<file path="src/hw/decodePkg.sv">
//********************************************************************
// Shared field positions, widths and encodings for the decode stage.
// Modules refer to these by scoped names such as decodePkg::aluADD.
//********************************************************************

package decodePkg;

	// Instruction word layout, bit 35 is the leftmost PDP-10 bit 0
	localparam int wordWidth = 36;
	localparam int opWidth = 9;
	localparam int devWidth = 7;
	localparam int ioOpWidth = 3;
	localparam int ioDevWidth = 18;
	localparam int lowOpWidth = 6; // Opcode bits seen by the skip and test decoders

	localparam int opMsb = wordWidth - 1;
	localparam int opLsb = wordWidth - opWidth;
	localparam int devMsb = wordWidth - 4; // Below the 7xx marker
	localparam int devLsb = devMsb - devWidth + 1;
	localparam int ioOpMsb = devLsb - 1;
	localparam int ioOpLsb = ioOpMsb - ioOpWidth + 1;

	// Main branch in the execute FSM
	typedef enum logic [2:0] {
		dCommon = 3'd0,
		dMUUO = 3'd1,
		dUnassigned = 3'd2,
		dTEST = 3'd3,
		dIOread = 3'd4,
		dIOwrite = 3'd5
	} dispatch_e;

	// First sixteen follow the boolean opcode order
	typedef enum logic [4:0] {
		aluSETZ = 5'd0, aluAND = 5'd1, aluANDCA = 5'd2, aluSETM = 5'd3,
		aluANDCM = 5'd4, aluSETA = 5'd5, aluXOR = 5'd6, aluIOR = 5'd7,
		aluANDCB = 5'd8, aluEQV = 5'd9, aluSETCA = 5'd10, aluORCA = 5'd11,
		aluSETCM = 5'd12, aluORCM = 5'd13, aluORCB = 5'd14, aluSETO = 5'd15,
		aluADD = 5'd16,
		aluSUB = 5'd17,
		aluNEGATE = 5'd18,
		aluMAGNITUDE = 5'd19
	} aluOp_e;

	// Same order as the low three opcode bits of the skip group
	typedef enum logic [2:0] {
		skipNever = 3'd0,
		skipL = 3'd1,
		skipE = 3'd2,
		skipLE = 3'd3,
		skipA = 3'd4,
		skipGE = 3'd5,
		skipN = 3'd6,
		skipG = 3'd7
	} skipCond_e;

	// I/O function field
	typedef enum logic [2:0] {
		BLKI = 3'd0,
		DATAI = 3'd1,
		BLKO = 3'd2,
		DATAO = 3'd3,
		CONO = 3'd4,
		CONI = 3'd5,
		CONSZ = 3'd6,
		CONSO = 3'd7
	} ioOp_e;

endpackage

</file>
<file path="src/hw/dataOpDecode.sv">
//********************************************************************
// Decoder for the full-word moves, ADD/SUB and the boolean group.
// Purely combinational, driven from the registered opcode.
//********************************************************************

`timescale 1ns/1ps

module dataOpDecode (
	input logic [decodePkg::opWidth-1:0] op,
	output decodePkg::aluOp_e aluOp,
	output logic readE,
	output logic readAC,
	output logic mSwap,
	output logic writeE,
	output logic writeAC,
	output logic writeSelf
);

	always_comb begin
		aluOp = decodePkg::aluSETA;
		readE = 1'b0;
		readAC = 1'b0;
		mSwap = 1'b0;
		writeE = 1'b0;
		writeAC = 1'b0;
		writeSelf = 1'b0;

		if (op[8] || op[5]) begin
			// Booleans (4xx) and ADD/SUB (27x) share the four modes
			if (op[8])
				aluOp = decodePkg::aluOp_e'({1'b0, op[5:2]});
			else
				aluOp = op[2] ? decodePkg::aluSUB : decodePkg::aluADD;

			case (op[1:0])
				2'd0: {readE, writeAC} = 2'b11; // AC <- AC op C(E)
				2'd1: writeAC = 1'b1; // Immediate, AC <- AC op 0,,E
				2'd2: {readE, writeE} = 2'b11; // C(E) <- AC op C(E)
				default: {readE, writeE, writeAC} = 3'b111; // Both
			endcase
		end else begin
			// MOVE, MOVS, MOVN, MOVM
			case (op[3:2])
				2'd0: aluOp = decodePkg::aluSETM;
				2'd1: begin
					aluOp = decodePkg::aluSETM;
					mSwap = 1'b1;
				end
				2'd2: aluOp = decodePkg::aluNEGATE;
				default: aluOp = decodePkg::aluMAGNITUDE;
			endcase

			case (op[1:0])
				2'd0: {readE, writeAC} = 2'b11;
				2'd1: writeAC = 1'b1;
				2'd2: {readAC, writeE} = 2'b11; // Source is AC, result to memory
				default: {readE, writeE, writeSelf} = 3'b111; // Self, AC only if nonzero
			endcase
		end
	end

endmodule

</file>
<file path="src/hw/skipJumpDecode.sv">
//********************************************************************
// Decoder for opcodes 300-377: compares, jumps, skips and the
// add-one / subtract-one families. Condition comes from bits 2:0.
//********************************************************************

`timescale 1ns/1ps

module skipJumpDecode (
	input logic [decodePkg::lowOpWidth-1:0] op,
	output decodePkg::aluOp_e aluOp,
	output logic readE,
	output logic readAC,
	output logic readOne,
	output logic readMinusOne,
	output logic writeE,
	output logic writeAC,
	output logic writeSelf,
	output logic setFlags,
	output decodePkg::skipCond_e cond,
	output logic comp0,
	output logic jump
);

	typedef enum logic [2:0] {
		famCAI, famCAM, famJUMP, famSKIP, famAOJ, famAOS, famSOJ, famSOS
	} family_e;

	family_e family;

	assign family = family_e'(op[5:3]);
	assign cond = decodePkg::skipCond_e'(op[2:0]);

	always_comb begin
		aluOp = decodePkg::aluSETA;
		{readE, readAC, readOne, readMinusOne} = 4'b0000;
		{writeE, writeAC, writeSelf} = 3'b000;
		{setFlags, comp0, jump} = 3'b000;

		case (family)
			famCAI: aluOp = decodePkg::aluSUB; // AC against 0,,E
			famCAM: begin
				aluOp = decodePkg::aluSUB;
				readE = 1'b1;
			end
			famJUMP: begin
				aluOp = decodePkg::aluSETM;
				{readAC, comp0, jump} = 3'b111;
			end
			famSKIP: begin
				aluOp = decodePkg::aluSETM;
				{readE, writeSelf, comp0} = 3'b111;
			end
			famAOJ, famSOJ: begin
				// Adding -1 keeps the carry flags right for SOJ
				aluOp = decodePkg::aluADD;
				readOne = (family == famAOJ);
				readMinusOne = (family == famSOJ);
				{readAC, writeAC, setFlags, jump} = 4'b1111;
			end
			default: begin // AOS, SOS
				aluOp = decodePkg::aluADD;
				readOne = (family == famAOS);
				readMinusOne = (family == famSOS);
				{readE, writeE, writeSelf, setFlags, comp0} = 5'b11111;
			end
		endcase
	end

endmodule

</file>
<file path="src/hw/testDecode.sv">
//********************************************************************
// Decoder for the bit-test family, opcodes 600-677.
//********************************************************************

`timescale 1ns/1ps

module testDecode (
	input logic [decodePkg::lowOpWidth-1:0] op,
	output decodePkg::aluOp_e aluOp,
	output logic readE,
	output logic mSwap,
	output logic writeAC,
	output decodePkg::skipCond_e cond
);

	assign readE = op[3]; // D and S mask with C(E), R and L with E
	assign mSwap = op[0]; // L and S work on the swapped mask
	assign writeAC = (op[5:4] != 2'd0); // No write for N

	always_comb begin
		case (op[5:4])
			2'd0: aluOp = decodePkg::aluSETA; // N, AC unchanged
			2'd1: aluOp = decodePkg::aluANDCM; // Z
			2'd2: aluOp = decodePkg::aluXOR; // C
			default: aluOp = decodePkg::aluIOR; // O
		endcase

		case (op[2:1])
			2'd0: cond = decodePkg::skipNever;
			2'd1: cond = decodePkg::skipE;
			2'd2: cond = decodePkg::skipA;
			default: cond = decodePkg::skipN;
		endcase
	end

endmodule

</file>
<file path="src/hw/ioDecode.sv">
//********************************************************************
// Decoder for the I/O group 700-777. Applies the user-mode gate and
// forms the device address for the I/O bus.
//********************************************************************

`timescale 1ns/1ps

module ioDecode (
	input logic [decodePkg::devWidth-1:0] device,
	input decodePkg::ioOp_e ioOp,
	input logic user,
	input logic userIO,
	output decodePkg::dispatch_e dispatch,
	output decodePkg::aluOp_e aluOp,
	output logic readE,
	output logic writeE,
	output decodePkg::skipCond_e cond,
	output logic comp0,
	output logic [decodePkg::ioDevWidth-1:0] ioDev
);

	logic gateClosed;
	logic ioConditions; // Selects the conditions register of the device

	assign gateClosed = user && !userIO;

	// Device times four, plus one for the conditions register
	assign ioDev = {{(decodePkg::ioDevWidth - decodePkg::devWidth - 2){1'b0}},
		device, 1'b0, ioConditions};

	always_comb begin
		dispatch = decodePkg::dCommon;
		aluOp = decodePkg::aluSETA;
		{readE, writeE, comp0, ioConditions} = 4'b0000;
		cond = decodePkg::skipNever;

		if (gateClosed) begin
			dispatch = decodePkg::dMUUO; // Trap to the monitor
		end else begin
			case (ioOp)
				decodePkg::CONO: begin
					dispatch = decodePkg::dIOwrite;
					ioConditions = 1'b1;
				end
				decodePkg::CONI: begin
					dispatch = decodePkg::dIOread;
					{writeE, ioConditions} = 2'b11;
				end
				decodePkg::CONSZ: begin
					dispatch = decodePkg::dIOread;
					aluOp = decodePkg::aluAND;
					cond = decodePkg::skipE;
					{comp0, ioConditions} = 2'b11;
				end
				decodePkg::CONSO: begin
					dispatch = decodePkg::dIOread;
					aluOp = decodePkg::aluIOR;
					cond = decodePkg::skipN;
					{comp0, ioConditions} = 2'b11;
				end
				decodePkg::DATAO: begin
					dispatch = decodePkg::dIOwrite;
					aluOp = decodePkg::aluSETM;
					readE = 1'b1;
				end
				decodePkg::DATAI: begin
					dispatch = decodePkg::dIOread;
					writeE = 1'b1;
				end
				default: dispatch = decodePkg::dUnassigned; // Block transfers not done yet
			endcase
		end

		// A trapped user instruction must never touch memory
		if (gateClosed)
			assert (!readE && !writeE && !ioConditions)
			else $error("ioDecode: memory access on a trapped user I/O instruction");
	end

endmodule

</file>
<file path="src/hw/decodeStage.sv">
//********************************************************************
// Instruction decode pipeline stage. Registers the instruction word,
// runs the group decoders and registers the datapath controls, so
// decodeValid follows instValid by two clock edges.
//********************************************************************

`timescale 1ns/1ps

module decodeStage (
	input logic clk,
	input logic rstN,
	input logic [decodePkg::wordWidth-1:0] inst,
	input logic instValid,
	input logic user,
	input logic userIO,
	output logic decodeValid,
	output decodePkg::dispatch_e dispatch,
	output decodePkg::aluOp_e aluOp,
	output logic readE,
	output logic readAC,
	output logic readOne,
	output logic readMinusOne,
	output logic mSwap,
	output logic setFlags,
	output logic writeE,
	output logic writeAC,
	output logic writeSelf,
	output decodePkg::skipCond_e cond,
	output logic comp0,
	output logic jump,
	output logic [decodePkg::ioDevWidth-1:0] ioDev
);

	typedef enum logic [2:0] {grpMUUO, grpData, grpSkip, grpTest, grpIO, grpNone} group_e;

	logic [decodePkg::wordWidth-1:0] instQ;
	logic userQ, userIOQ;
	logic validQ;
	logic [decodePkg::opWidth-1:0] opQ;
	group_e grp;

	// Group decoder outputs
	decodePkg::aluOp_e dAluOp, sAluOp, tAluOp, iAluOp;
	logic dReadE, dReadAC, dMSwap, dWriteE, dWriteAC, dWriteSelf;
	logic sReadE, sReadAC, sReadOne, sReadMinusOne, sWriteE, sWriteAC, sWriteSelf;
	logic sSetFlags, sComp0, sJump;
	decodePkg::skipCond_e sCond, tCond, iCond;
	logic tReadE, tMSwap, tWriteAC;
	decodePkg::dispatch_e iDispatch;
	logic iReadE, iWriteE, iComp0;
	logic [decodePkg::ioDevWidth-1:0] iIoDev;

	// Merged controls ahead of the output register
	decodePkg::dispatch_e nDispatch;
	decodePkg::aluOp_e nAluOp;
	decodePkg::skipCond_e nCond;
	logic nReadE, nReadAC, nReadOne, nReadMinusOne, nMSwap, nSetFlags;
	logic nWriteE, nWriteAC, nWriteSelf, nComp0, nJump;
	logic [decodePkg::ioDevWidth-1:0] nIoDev;

	always_ff @(posedge clk) begin
		instQ <= inst; // Instruction word
		userQ <= user;
		userIOQ <= userIO;
		if (!rstN)
			validQ <= 1'b0;
		else
			validQ <= instValid;
	end

	assign opQ = instQ[decodePkg::opMsb:decodePkg::opLsb];

	dataOpDecode u_dataOp (
		.op(opQ), .aluOp(dAluOp), .readE(dReadE), .readAC(dReadAC), .mSwap(dMSwap),
		.writeE(dWriteE), .writeAC(dWriteAC), .writeSelf(dWriteSelf)
	);

	skipJumpDecode u_skipJump (
		.op(opQ[decodePkg::lowOpWidth-1:0]), .aluOp(sAluOp), .readE(sReadE),
		.readAC(sReadAC), .readOne(sReadOne), .readMinusOne(sReadMinusOne),
		.writeE(sWriteE), .writeAC(sWriteAC), .writeSelf(sWriteSelf),
		.setFlags(sSetFlags), .cond(sCond), .comp0(sComp0), .jump(sJump)
	);

	testDecode u_test (
		.op(opQ[decodePkg::lowOpWidth-1:0]), .aluOp(tAluOp), .readE(tReadE),
		.mSwap(tMSwap), .writeAC(tWriteAC), .cond(tCond)
	);

	ioDecode u_io (
		.device(instQ[decodePkg::devMsb:decodePkg::devLsb]),
		.ioOp(decodePkg::ioOp_e'(instQ[decodePkg::ioOpMsb:decodePkg::ioOpLsb])),
		.user(userQ), .userIO(userIOQ), .dispatch(iDispatch), .aluOp(iAluOp),
		.readE(iReadE), .writeE(iWriteE), .cond(iCond), .comp0(iComp0), .ioDev(iIoDev)
	);

	// Opcode ranges
	always_comb begin
		casez (opQ)
			9'b000_???_???: grp = grpMUUO; // 000-077
			9'b010_00?_???, 9'b010_111_???, 9'b100_???_???: grp = grpData;
			9'b011_???_???: grp = grpSkip;
			9'b110_???_???: grp = grpTest;
			9'b111_???_???: grp = grpIO;
			default: grp = grpNone; // Half-words, MUL/DIV, shifts and the rest
		endcase
	end

	always_comb begin
		nDispatch = decodePkg::dCommon;
		nAluOp = decodePkg::aluSETA;
		nCond = decodePkg::skipNever;
		{nReadE, nReadAC, nReadOne, nReadMinusOne, nMSwap, nSetFlags} = 6'b0;
		{nWriteE, nWriteAC, nWriteSelf, nComp0, nJump} = 5'b0;
		nIoDev = '0;

		case (grp)
			grpMUUO: nDispatch = decodePkg::dMUUO;
			grpData: begin
				{nAluOp, nReadE, nReadAC, nMSwap} = {dAluOp, dReadE, dReadAC, dMSwap};
				{nWriteE, nWriteAC, nWriteSelf} = {dWriteE, dWriteAC, dWriteSelf};
				nSetFlags = !opQ[8]; // Moves and ADD/SUB only
			end
			grpSkip: begin
				{nAluOp, nCond} = {sAluOp, sCond};
				{nReadE, nReadAC, nReadOne, nReadMinusOne} =
					{sReadE, sReadAC, sReadOne, sReadMinusOne};
				{nWriteE, nWriteAC, nWriteSelf} = {sWriteE, sWriteAC, sWriteSelf};
				{nSetFlags, nComp0, nJump} = {sSetFlags, sComp0, sJump};
			end
			grpTest: begin
				nDispatch = decodePkg::dTEST;
				{nAluOp, nCond, nReadE, nMSwap, nWriteAC} =
					{tAluOp, tCond, tReadE, tMSwap, tWriteAC};
			end
			grpIO: begin
				{nDispatch, nAluOp, nCond, nIoDev} = {iDispatch, iAluOp, iCond, iIoDev};
				{nReadE, nWriteE, nComp0} = {iReadE, iWriteE, iComp0};
			end
			default: nDispatch = decodePkg::dUnassigned;
		endcase
	end

	// Output register, holds between instructions
	always_ff @(posedge clk) begin
		if (!rstN) begin
			decodeValid <= 1'b0;
			dispatch <= decodePkg::dCommon;
			aluOp <= decodePkg::aluSETZ;
			cond <= decodePkg::skipNever;
			{readE, readAC, readOne, readMinusOne, mSwap, setFlags} <= 6'b0;
			{writeE, writeAC, writeSelf, comp0, jump} <= 5'b0;
			ioDev <= '0;
		end else begin
			decodeValid <= validQ;
			if (validQ) begin
				{dispatch, aluOp, cond, ioDev} <= {nDispatch, nAluOp, nCond, nIoDev};
				{readE, readAC, readOne, readMinusOne} <=
					{nReadE, nReadAC, nReadOne, nReadMinusOne};
				{mSwap, setFlags, comp0, jump} <= {nMSwap, nSetFlags, nComp0, nJump};
				{writeE, writeAC, writeSelf} <= {nWriteE, nWriteAC, nWriteSelf};
			end
		end
	end

	// The Amux can select only one constant
	assert property (@(posedge clk) decodeValid |-> !(readOne && readMinusOne))
		else $error("decodeStage: readOne and readMinusOne both set");

	// Both pipeline valids are flushed by reset
	assert property (@(posedge clk) !rstN |=> !decodeValid)
		else $error("decodeStage: decodeValid high right after reset");

endmodule

</file>
<file path="config.mk">
export PLATFORM = sky130hd
export DESIGN_NAME = decodeStage
export DESIGN_NICKNAME = d
export VERILOG_FILES = /design/src/hw/decodePkg.sv /design/src/hw/dataOpDecode.sv /design/src/hw/skipJumpDecode.sv /design/src/hw/testDecode.sv /design/src/hw/ioDecode.sv /design/src/hw/decodeStage.sv
export SDC_FILE = /design/constraint.sdc
export NUM_CORES = 1
export LEC_CHECK = 0
export ABC_AREA = 0
export BUFFER_PORTS_ARGS = -buffer_cell sky130_fd_sc_hd__buf_2
export CAP_MARGIN = 30
export CORE_MARGIN = 2
export CORE_UTILIZATION = 51
export DETAILED_ROUTE_END_ITERATION = 16
export HOLD_SLACK_MARGIN = 0.12
export PLACE_DENSITY = 0.83
export SETUP_SLACK_MARGIN = 0.05
export SLEW_MARGIN = 20
export SYNTH_ARGS = -nofsm -noshare
export SYNTH_HDL_FRONTEND = slang
export SYNTH_SLANG_ARGS = --single-unit
</file>
<file path="constraint.sdc">
create_clock -name clk -period 3.1 [get_ports clk]
set_clock_uncertainty 0.1 [all_clocks]
set_input_delay 0.465 -clock clk [delete_from_list [all_inputs] [get_ports clk]]
set_output_delay 0.465 -clock clk [all_outputs]
set_load 0.02 [all_outputs]
</file>
==> impl_metrics.yaml, run 1 <==
outcome:
  outcome: "finished clean"
clock_tree:
  cts-htree-levels: 2
  cts_sinks: 47
  worstSkewPairLatency_ps: 310
  clockBufferDepth: 2
  cts_buffers: 5
  cts_tree: "built"
  postCtsHoldBufs: 0
  cts_setup_buffers: 0
  clkTransAtPathRegs_ps: 90
  root_buffer: "clkbuf_8"
  cts_resized: 0
synth:
  synthFlopType: "dfxtp_1"
  synth_area_um2: 2170
  synth-seq-area-share_pct: 43.4
  synth_edf_count: 0
  avgSynthCellArea_um2: 8.81
  yosysWarnings: 0
  synth_seq_cells: 47
  synth_top_area_share_pct: 43.4
  synth.largest_area_cell: "dfxtp_1"
  async_reset_ff_share_pct: 0
  syn-instance-count: 246
  synth_cell_types: 50
  synthTopCellsByArea: "dfxtp_1, ha_1, nor2_1"
global_route:
  grt_util_all_layers_pct: 20.6
  grt_pass1_vias: 1634
  grt_start_max_net_pins: 27
  grt_overflow: 0
  antenna_found_initial: 0
  grt_pass1_wl_um: 7940
floorplanning:
  die_area_um2: 4790
  die_h_um: 69.2
  dieWidth_um: 69.2
  ios: 82
  coreArea_um2: 4060
  row_count: 23
  initial_utilization_pct: 53.4
place:
  port_buffers: 48
  routabilityCongestion: 0.850
  dp_hpwl_um: 3270
  dp.cells: 328
  dp_slack_ps: 932
  place_area_um2: 2360
layout:
  instances_no_fill: 336
  drive_gt1_share_pct: 22.7
  layout_commonest_cell: "buf_2"
  register_area_um2: 941
  multi_input_comb_area_um2: 1070
  layout_common_cells: "buf_2, dfxtp_1, nor2_1, nand2_1, o21ai_0"
  fin_area_um2: 2450
  nets: 336
  fill_cells: 361
  area_growth_pct: 13.1
  n_antenna_cell: 0
sta:
  setup_ws_ps: 866
  finalMaxSlewViolations: 0
  finalSetupViolations: 0
  rsz0062_at_grt: "no"
  hold_viol: 0
  fmaxAchievable_mhz: 448
  worst_pin_slew_ps: 704
  setup_tns_ps: 0
  finalCriticalPeriod_ps: 2230
  max-slew-margin-rel_pct: 53.0
  min_period_over_period_pct: 72.1
power_and_ir_drop:
  ir_worst_vdd_uv: 325
  p_leak_nw: 1.05
  power_density_nw_per_um2: 475
critical_path:
  critical_path_required_ps: 3200
  critPathTopFamily: "compound AO/OA/AOI/OAI gates"
  slowest_delay_ps: 720
  path_cells: "inv_2, ha_1, a311o_1, a21bo_2, nand2_1, o21ai_1"
  endpoint_kind: "flip-flop"
  crit_buf_inv: 1
  cp.arrival_ps: 2330
  path_max_fanout: 15
  critPathKind: "reg2reg"
  start_kind: "flip-flop"
  cp_slowest_cell: "dfxtp_1"
routing:
  first_iter_violations: 162
  wl_met2_um: 2100
  drcViolationCount: 0
  routed-wl-met3_um: 386
  routed_wl_um: 4780
  num_vias: 1878
  first_pass_iters: 4
  highest_layer: "met4"
  ant_nets: 0
  m1WireLength_um: 2250
  via_per_inst: 5.59
  wl_per_cell_um: 14.2
flow_run:
  maxCapViolCount: 0
worst_hold_path:
  hold_path_class: "in2reg"
[synth_stat cells, types with 4 or more instances]
cell,n
o21ai_0,15
clkbuf_1,10
nor2_1,24
buf_4,11
nand2b_1,6
a32oi_1,4
a31oi_1,8
a21oi_1,13
ha_1,10
nand3_1,6
a22oi_1,8
o21ai_1,5
inv_1,6
buf_2,5
nand3b_1,4
dfxtp_1,47
nor3_1,9
nand2_1,17
[report_power, final]
part / total, mW / internal (mW) / switching, mW
clock network: 0.368 / 0.162 / 0.206
logic: 0.139 / 0.0516 / 0.0872
registers: 0.658 / 0.625 / 0.0330
total: 1.16 / 0.838 / 0.326
[worst paths after layout]
kind	startpoint	end	slack, ps	cells after the start
max	instQ[32]	readE	870	6
min	inst[32]	instQ[32]	150	1
max reg2reg	instQ[32]	readE	870	6
min reg2reg	aluOp[1]	aluOp[1]	350	2
[layout make-up]
| cell class | instances | area share, % |
|---|---|---|
| clock buffer | 6 | 2.96 |
| inverter | 9 | 1.38 |
| timing repair buffer | 50 | 10.4 |
| sequential | 47 | 38.4 |
| clock inverter | 2 | 0.664 |
| multi-input combinational | 172 | 43.6 |
| tap | 50 | 2.55 |
[per-stage QoR]
| stage | util (%) | power [mW] | hold WS (ps) |
|---|---|---|---|
| after floorplan | - | 0.777 | 338 |
| after global placement | 58.2 | 0.806 | 342 |
| after detailed placement | 58.2 | 0.809 | 343 |
| after CTS | 60.4 | 1.18 | 141 |
| after global routing | 60.4 | 1.22 | 129 |
| final | 60.4 | 1.16 | 148 |
[cell families (layout without fill, tap and decap cells)]
logic type / after synthesis / in the layout / share of synthesized area [%]
mux: 2 / 2 / 0.924
simple gates: 82 / 82 / 19.6
buf+inv: 36 / 67 / 8.78
flops: 47 / 47 / 43.4
compound gates: 67 / 67 / 20.9
xor+xnor: 1 / 1 / 0.404
fa+ha+maj: 10 / 10 / 5.77
other cells: 1 / 10 / 0.173
[worst register-to-register path: stages, from the launching register on]
cell and delay (ps):
dfxtp_1 720, inv_2 170, ha_1 310, a311o_1 400, a21bo_2 270, nand2_1 90
o21ai_1 70
[state kept, by name (all words and copies together) (netlist names)]
signal	count
readAC	1
instQ	13
validQ	1
ioDev	8
writeSelf	1
userIOQ	1
jump	1
dispatch	3
userQ	1
cond	3
readOne	1
writeE	1
mSwap	1
setFlags	1
writeAC	1
readE	1
readMinusOne	1
aluOp	5
comp0	1
decodeValid	1
[metal layers]
| layer | up-vias | track usage (%) |
|---|---|---|
| met5 | - | 0 |
| met2 | 94 | 29.1 |
| met4 | 0 | 7.19 |
| li1 | 930 | - |
| met3 | 4 | 7.27 |
| met1 | 850 | 29.2 |
(Power assumes the default switching activity.)
==> run 2: changes to the inputs <==
CORE_UTILIZATION = 44   (was 51)
PLACE_DENSITY = 0.76   (was 0.83)
clock period = 1.9 ns   (was 3.1 ns; I/O delays follow)
==> run 2 against run 1 <==
  * Final cell count up 15%
  * Critical path depth is 2 lower
  * Flip-flop and latch count unchanged
  * Register-to-register slack worse by 680 ps
  * First-iteration DRC count is 12% lower
  * Maximum frequency grew 31%
  * Setup slack worse by 680 ps
  * Global-route usage down 0.59 points
==> impl_metrics.yaml, run 2 (synthesized netlist as in run 1, its figures left out) <==
clock_tree:
  cts_buffers: 5
  cts_sinks: 47
  root_buffer: "clkbuf_8"
  worstSkewPairLatency_ps: 300
  clkTransAtPathRegs_ps: 90
  clockBufferDepth: 2
  cts_tree: "built"
  cts-htree-levels: 2
sta:
  finalMaxSlewViolations: 0
  setup_tns_ps: 0
  min_period_over_period_pct: 90.1
  finalCriticalPeriod_ps: 1710
  rsz0062_at_grt: "no"
  fmaxAchievable_mhz: 584
  finalSetupViolations: 0
  setup_ws_ps: 188
  hold_viol: 0
power_and_ir_drop:
  ir_worst_vdd_uv: 595
  p_leak_nw: 1.21
  power_density_nw_per_um2: 703
global_route:
  grt_pass1_vias: 1782
  grt_pass1_wl_um: 8400
  antenna_found_initial: 0
  grt_util_all_layers_pct: 20.0
  grt_start_max_net_pins: 26
  grt_overflow: 0
worst_hold_path:
  holdCritStartpoint: "rstN"
  hold_path_class: "in2reg"
routing:
  first_iter_violations: 143
  first_pass_iters: 5
  num_vias: 2028
  via_per_inst: 5.25
  ant_nets: 0
  routed_wl_um: 5260
  drcViolationCount: 0
  wl_per_cell_um: 13.6
layout:
  nets: 369
  n_antenna_cell: 0
  fill_cells: 414
  largest_reg_flops: 13
  drive_gt1_share_pct: 26.3
  reg.largest.list: "instQ (13), ioDev (8), aluOp (5)"
  area_growth_pct: 28.6
  layout_common_cells: "buf_2, dfxtp_1, nor2_1, buf_4, nand2_1"
  layout_commonest_cell: "buf_2"
  regMostFlops: "instQ"
critical_path:
  endpoint_kind: "flip-flop"
  ff2ff_path_depth: 4
  r2r_slack_ps: 190
  path_max_fanout: 12
  r2r_end: "readE"
  r2r_start: "instQ[34]"
  critPathKind: "reg2reg"
  endpoint: "readE"
  critical_path_required_ps: 2030
  start_kind: "flip-flop"
  cp.arrival_ps: 1840
  cp-startpoint: "instQ[34]"
outcome:
  outcome: "finished clean"
floorplanning:
  dieWidth_um: 74.2
  die_area_um2: 5500
  ios: 82
  coreArea_um2: 4720
  die_h_um: 74.2
  row_count: 25
  initial_utilization_pct: 45.9
place:
  dp_slack_ps: 133
  dp_hpwl_um: 3840
  port_buffers: 48
  routabilityCongestion: 0.955
flow_run:
  maxCapViolCount: 0
[run 2: cell types whose count changed in the layout (fill, tap and decap cells not counted), sizes merged]
cell         before  now
clkbuf            6    5
buf              50   67
clkinvlp          1    0
clkinv            1    3
dlygate4sd3       0   16
[run 2: what timing repair did]
action,CTS,global route
hold buffers,16,0
resized for setup,0,2
endpoints found under the setup margin,0,5
hold endpoints to repair,16,0
setup buffers,0,0
[run 2: routing by layer]
metal,GRT usage (%),routed length (um),vias up
met1,27.9,2350,924
met4,7.68,76,0
met2,29.8,2360,98
met3,5.15,477,10
li1,-,-,996
met5,0,0,-
[run 2: final cells by class]
| type | instances | area (um2) | area share [%] |
|---|---|---|---|
| Clock buffer | 5 | 68.8 | 2.47 |
| Clock inverter | 3 | 22.5 | 0.808 |
| Inverter | 9 | 33.8 | 1.21 |
| Multi-Input combinational cell | 172 | 1080 | 38.8 |
| Sequential cell | 47 | 941 | 33.8 |
| Tap cell | 67 | 83.8 | 3.01 |
| Timing Repair Buffer | 83 | 556 | 19.9 |
[run 2: worst max-delay path, cell delays in order, from the launching register on]
cell	delay (ps)
dfxtp_1	560
or4bb_1	570
o221ai_4	110
a222oi_1	150
o21ai_1	150
[run 2: how the worst min path moves through the flow]
stage / to / slack (ps) / cells past startpoint
2_1_floorplan: instQ[23] / 210 / 0
3_3_place_gp: instQ[26] / 290 / 1
3_5_place_dp: instQ[25] / 290 / 1
4_1_cts: aluOp[4] / 220 / 3
5_1_grt: dispatch[0] / 250 / 3
6_report: dispatch[0] / 230 / 3
[run 2: report_power, final]
part,leakage [nW],internal (mW),switching (mW),total (mW)
sequential,0.387,1.02,0.0333,1.05
clock,0.0485,0.264,0.336,0.599
combinational,0.774,0.131,0.176,0.307
[run 2: per-stage QoR]
stage	hold slack, ps	std cells	util, %	power, mW	cell area [um2]
floorplan	213	255	-	1.27	2200
global placement	287	362	53.4	1.35	2520
detailed placement	289	362	53.4	1.35	2520
CTS	218	386	58.8	1.97	2780
global route	246	386	59.0	2.05	2790
finish	228	386	59.0	1.96	2790
==> run 3: changes to the inputs <==
--- a/config.mk
+++ b/config.mk
@@ -9,9 +9,12 @@
 export BUFFER_PORTS_ARGS = -buffer_cell sky130_fd_sc_hd__buf_2
 export CAP_MARGIN = 30
+export CELL_PAD_IN_SITES_DETAIL_PLACEMENT = 1
+export CELL_PAD_IN_SITES_GLOBAL_PLACEMENT = 1
 export CORE_MARGIN = 2
-export CORE_UTILIZATION = 44
+export CORE_UTILIZATION = 32
 export DETAILED_ROUTE_END_ITERATION = 16
 export HOLD_SLACK_MARGIN = 0.12
-export PLACE_DENSITY = 0.76
+export PLACE_DENSITY_LB_ADDON = 0.1
+export RECOVER_POWER = 100
 export SETUP_SLACK_MARGIN = 0.05
 export SLEW_MARGIN = 20
==> constraint.sdc (replaced) <==
create_clock -name clk -period 1.9 [get_ports clk]
set_clock_uncertainty 0.1 [all_clocks]
set_input_delay 0.285 -clock clk [delete_from_list [all_inputs] [get_ports clk]]
set_output_delay 0.285 -clock clk [all_outputs]
set_load 0.01 [all_outputs]
==> run 3 against run 2 <==
  * Global-route usage is 1.5 points lower
  * Critical path type unchanged
  * Sequential power hardly changed
  * First-iteration DRC count is 38% lower
  * Non-clock buffer count is 10 higher
  * Clock power is 7.2% higher
  * Routed wire length is 25% higher
  * Critical path depth is 3 higher
  * Total power is 1.8% higher
  * Worst hold slack better by 54 ps
  * Combinational power is 3% lower
==> impl_metrics.yaml, run 3 (synthesized netlist as in run 1, its figures left out) <==
power_and_ir_drop:
  internal_power_mw: 1.42
  combPwrFrac_pct: 14.9
  pwr-share-seq_pct: 52.9
  ir_worst_vdd_uv: 339
  p_sw_mw: 0.577
  power_mw: 1.99
  power.share.clock_pct: 32.2
  switching_share_pct: 28.9
  p_leak_nw: 1.10
  power_density_nw_per_um2: 714
layout:
  reg.largest.list: "instQ (13), ioDev (8), aluOp (5)"
  n_antenna_cell: 0
  register_area_um2: 941
  final_util_pct: 43.3
  layout_common_cells: "dfxtp_1, clkbuf_1, nor2_1, buf_4"
  multi_input_comb_area_um2: 1070
  area_growth_pct: 28.9
  largest_reg_flops: 13
  drive_gt1_share_pct: 17.3
  regMostFlops: "instQ"
  nets: 379
  fill_cells: 819
  layout_commonest_cell: "dfxtp_1"
clock_tree:
  worstSkewPairLatency_ps: 310
  cts_buffers: 5
  cts_sinks: 47
  cts-htree-levels: 2
  clkTransAtPathRegs_ps: 100
  cts_setup_buffers: 0
  cts_tree: "built"
  clockBufferDepth: 2
  root_buffer: "clkbuf_8"
routing:
  ant_nets: 0
  drcViolationCount: 0
  num_vias: 2098
  first_iter_violations: 88
  wl_per_cell_um: 16.2
  routed_wl_um: 6560
  via_per_inst: 5.17
  first_pass_iters: 4
floorplanning:
  ios: 82
  row_count: 29
  coreArea_um2: 6460
  dieWidth_um: 86.3
  initial_utilization_pct: 33.6
  die_h_um: 86.3
  die_area_um2: 7450
critical_path:
  cp_slowest_cell: "dfxtp_1"
  path_max_fanout: 4
  crit_buf_inv: 2
  critPathTopFamily: "compound AO/OA/AOI/OAI gates"
  endpoint_kind: "flip-flop"
  cp-startpoint: "instQ[31]"
  critPathKind: "reg2reg"
  critical_path_required_ps: 2000
  slowest_delay_ps: 340
  cp.arrival_ps: 1840
  cp_num_cells: 7
  r2r_slack_ps: 150
  r2r_end: "readE"
  path_cells: "inv_1, ha_1, buf_4, a311o_1, a21bo_2, nand2_1, o21ai_1"
  endpoint: "readE"
  start_kind: "flip-flop"
  r2r_start: "instQ[31]"
  ff2ff_path_depth: 7
sta:
  setup_tns_ps: 0
  min_period_over_period_pct: 92.0
  worst_pin_slew_ps: 668
  finalMaxSlewViolations: 0
  fmaxAchievable_mhz: 572
  hold_viol: 0
  max-slew-margin-rel_pct: 55.4
  finalCriticalPeriod_ps: 1750
  rsz0062_at_grt: "no"
  finalSetupViolations: 0
global_route:
  grt_util_all_layers_pct: 18.5
  grt_pass1_vias: 2101
  grt_overflow: 0
  grt_start_max_net_pins: 26
  grt_pass1_wl_um: 10700
  antenna_found_initial: 0
worst_hold_path:
  hold_path_class: "in2reg"
  holdPathStages: 3
flow_run:
  maxCapViolCount: 0
place:
  port_buffers: 48
  routabilityCongestion: 0.865
  dp_hpwl_um: 4910
outcome:
  outcome: "finished clean"
==> run 3: worst min path at each step <==
stage	endpoint	start	slack, ps
global route	aluOp[2]	rstN	310
detailed placement	instQ[34]	inst[34]	290
CTS	validQ	rstN	290
floorplan	instQ[23]	inst[23]	210
finish	validQ	rstN	280
global placement	userIOQ	userIO	290
==> run 3: final cells by class <==
class,count,share of cell area [%]
flip-flops and latches,47,33.7
repair buffers,93,20.1
well taps,77,3.45
clock inverters,3,0.806
inverters,9,1.21
multi-input cells,172,38.3
clock buffers,5,2.46
==> run 3: metal layers <==
layer / GRT usage [%] / up-vias / share of wire [%]
met4: 6.25 / 0 / 1.9
li1: - / 1016 / -
met2: 29.8 / 82 / 47
met1: 25.0 / 987 / 45
met3: 3.62 / 13 / 6.4
met5: 0 / - / 0
==> run 3: worst reg2reg max path, stage by stage, from the launching register on <==
cell and delay, ps:
dfxtp_1 340, inv_1 60, ha_1 230, buf_4 160
a311o_1 320, a21bo_2 260, nand2_1 100, o21ai_1 70
==> run 3: power by group through the flow <==
stage	clock [mW]	combinational, mW	sequential (mW)
2_1_floorplan	0	0.173	1.07
3_3_place_gp	0	0.279	1.08
3_5_place_dp	0	0.281	1.08
4_1_cts	0.662	0.308	1.05
5_1_grt	0.702	0.329	1.06
6_report	0.642	0.298	1.05
==> run 3: per-stage QoR <==
stage / instance area (um2) / std cells / hold WS (ps) / worst slack (ps)
3_3_place_gp: 2600 / 382 / 288 / 114
5_1_grt: 2790 / 406 / 309 / 46.2
4_1_cts: 2850 / 406 / 287 / 96.2
6_report: 2790 / 406 / 282 / 151
2_1_floorplan: 2200 / 255 / 213 / 69.3
3_5_place_dp: 2600 / 382 / 289 / 120
==> run 3: repair_timing <==
action / CTS / global route
hold buffers: 16 / 0
resized for setup: 0 / 3
setup endpoints to repair: 0 / 3
hold endpoints to repair: 16 / 0
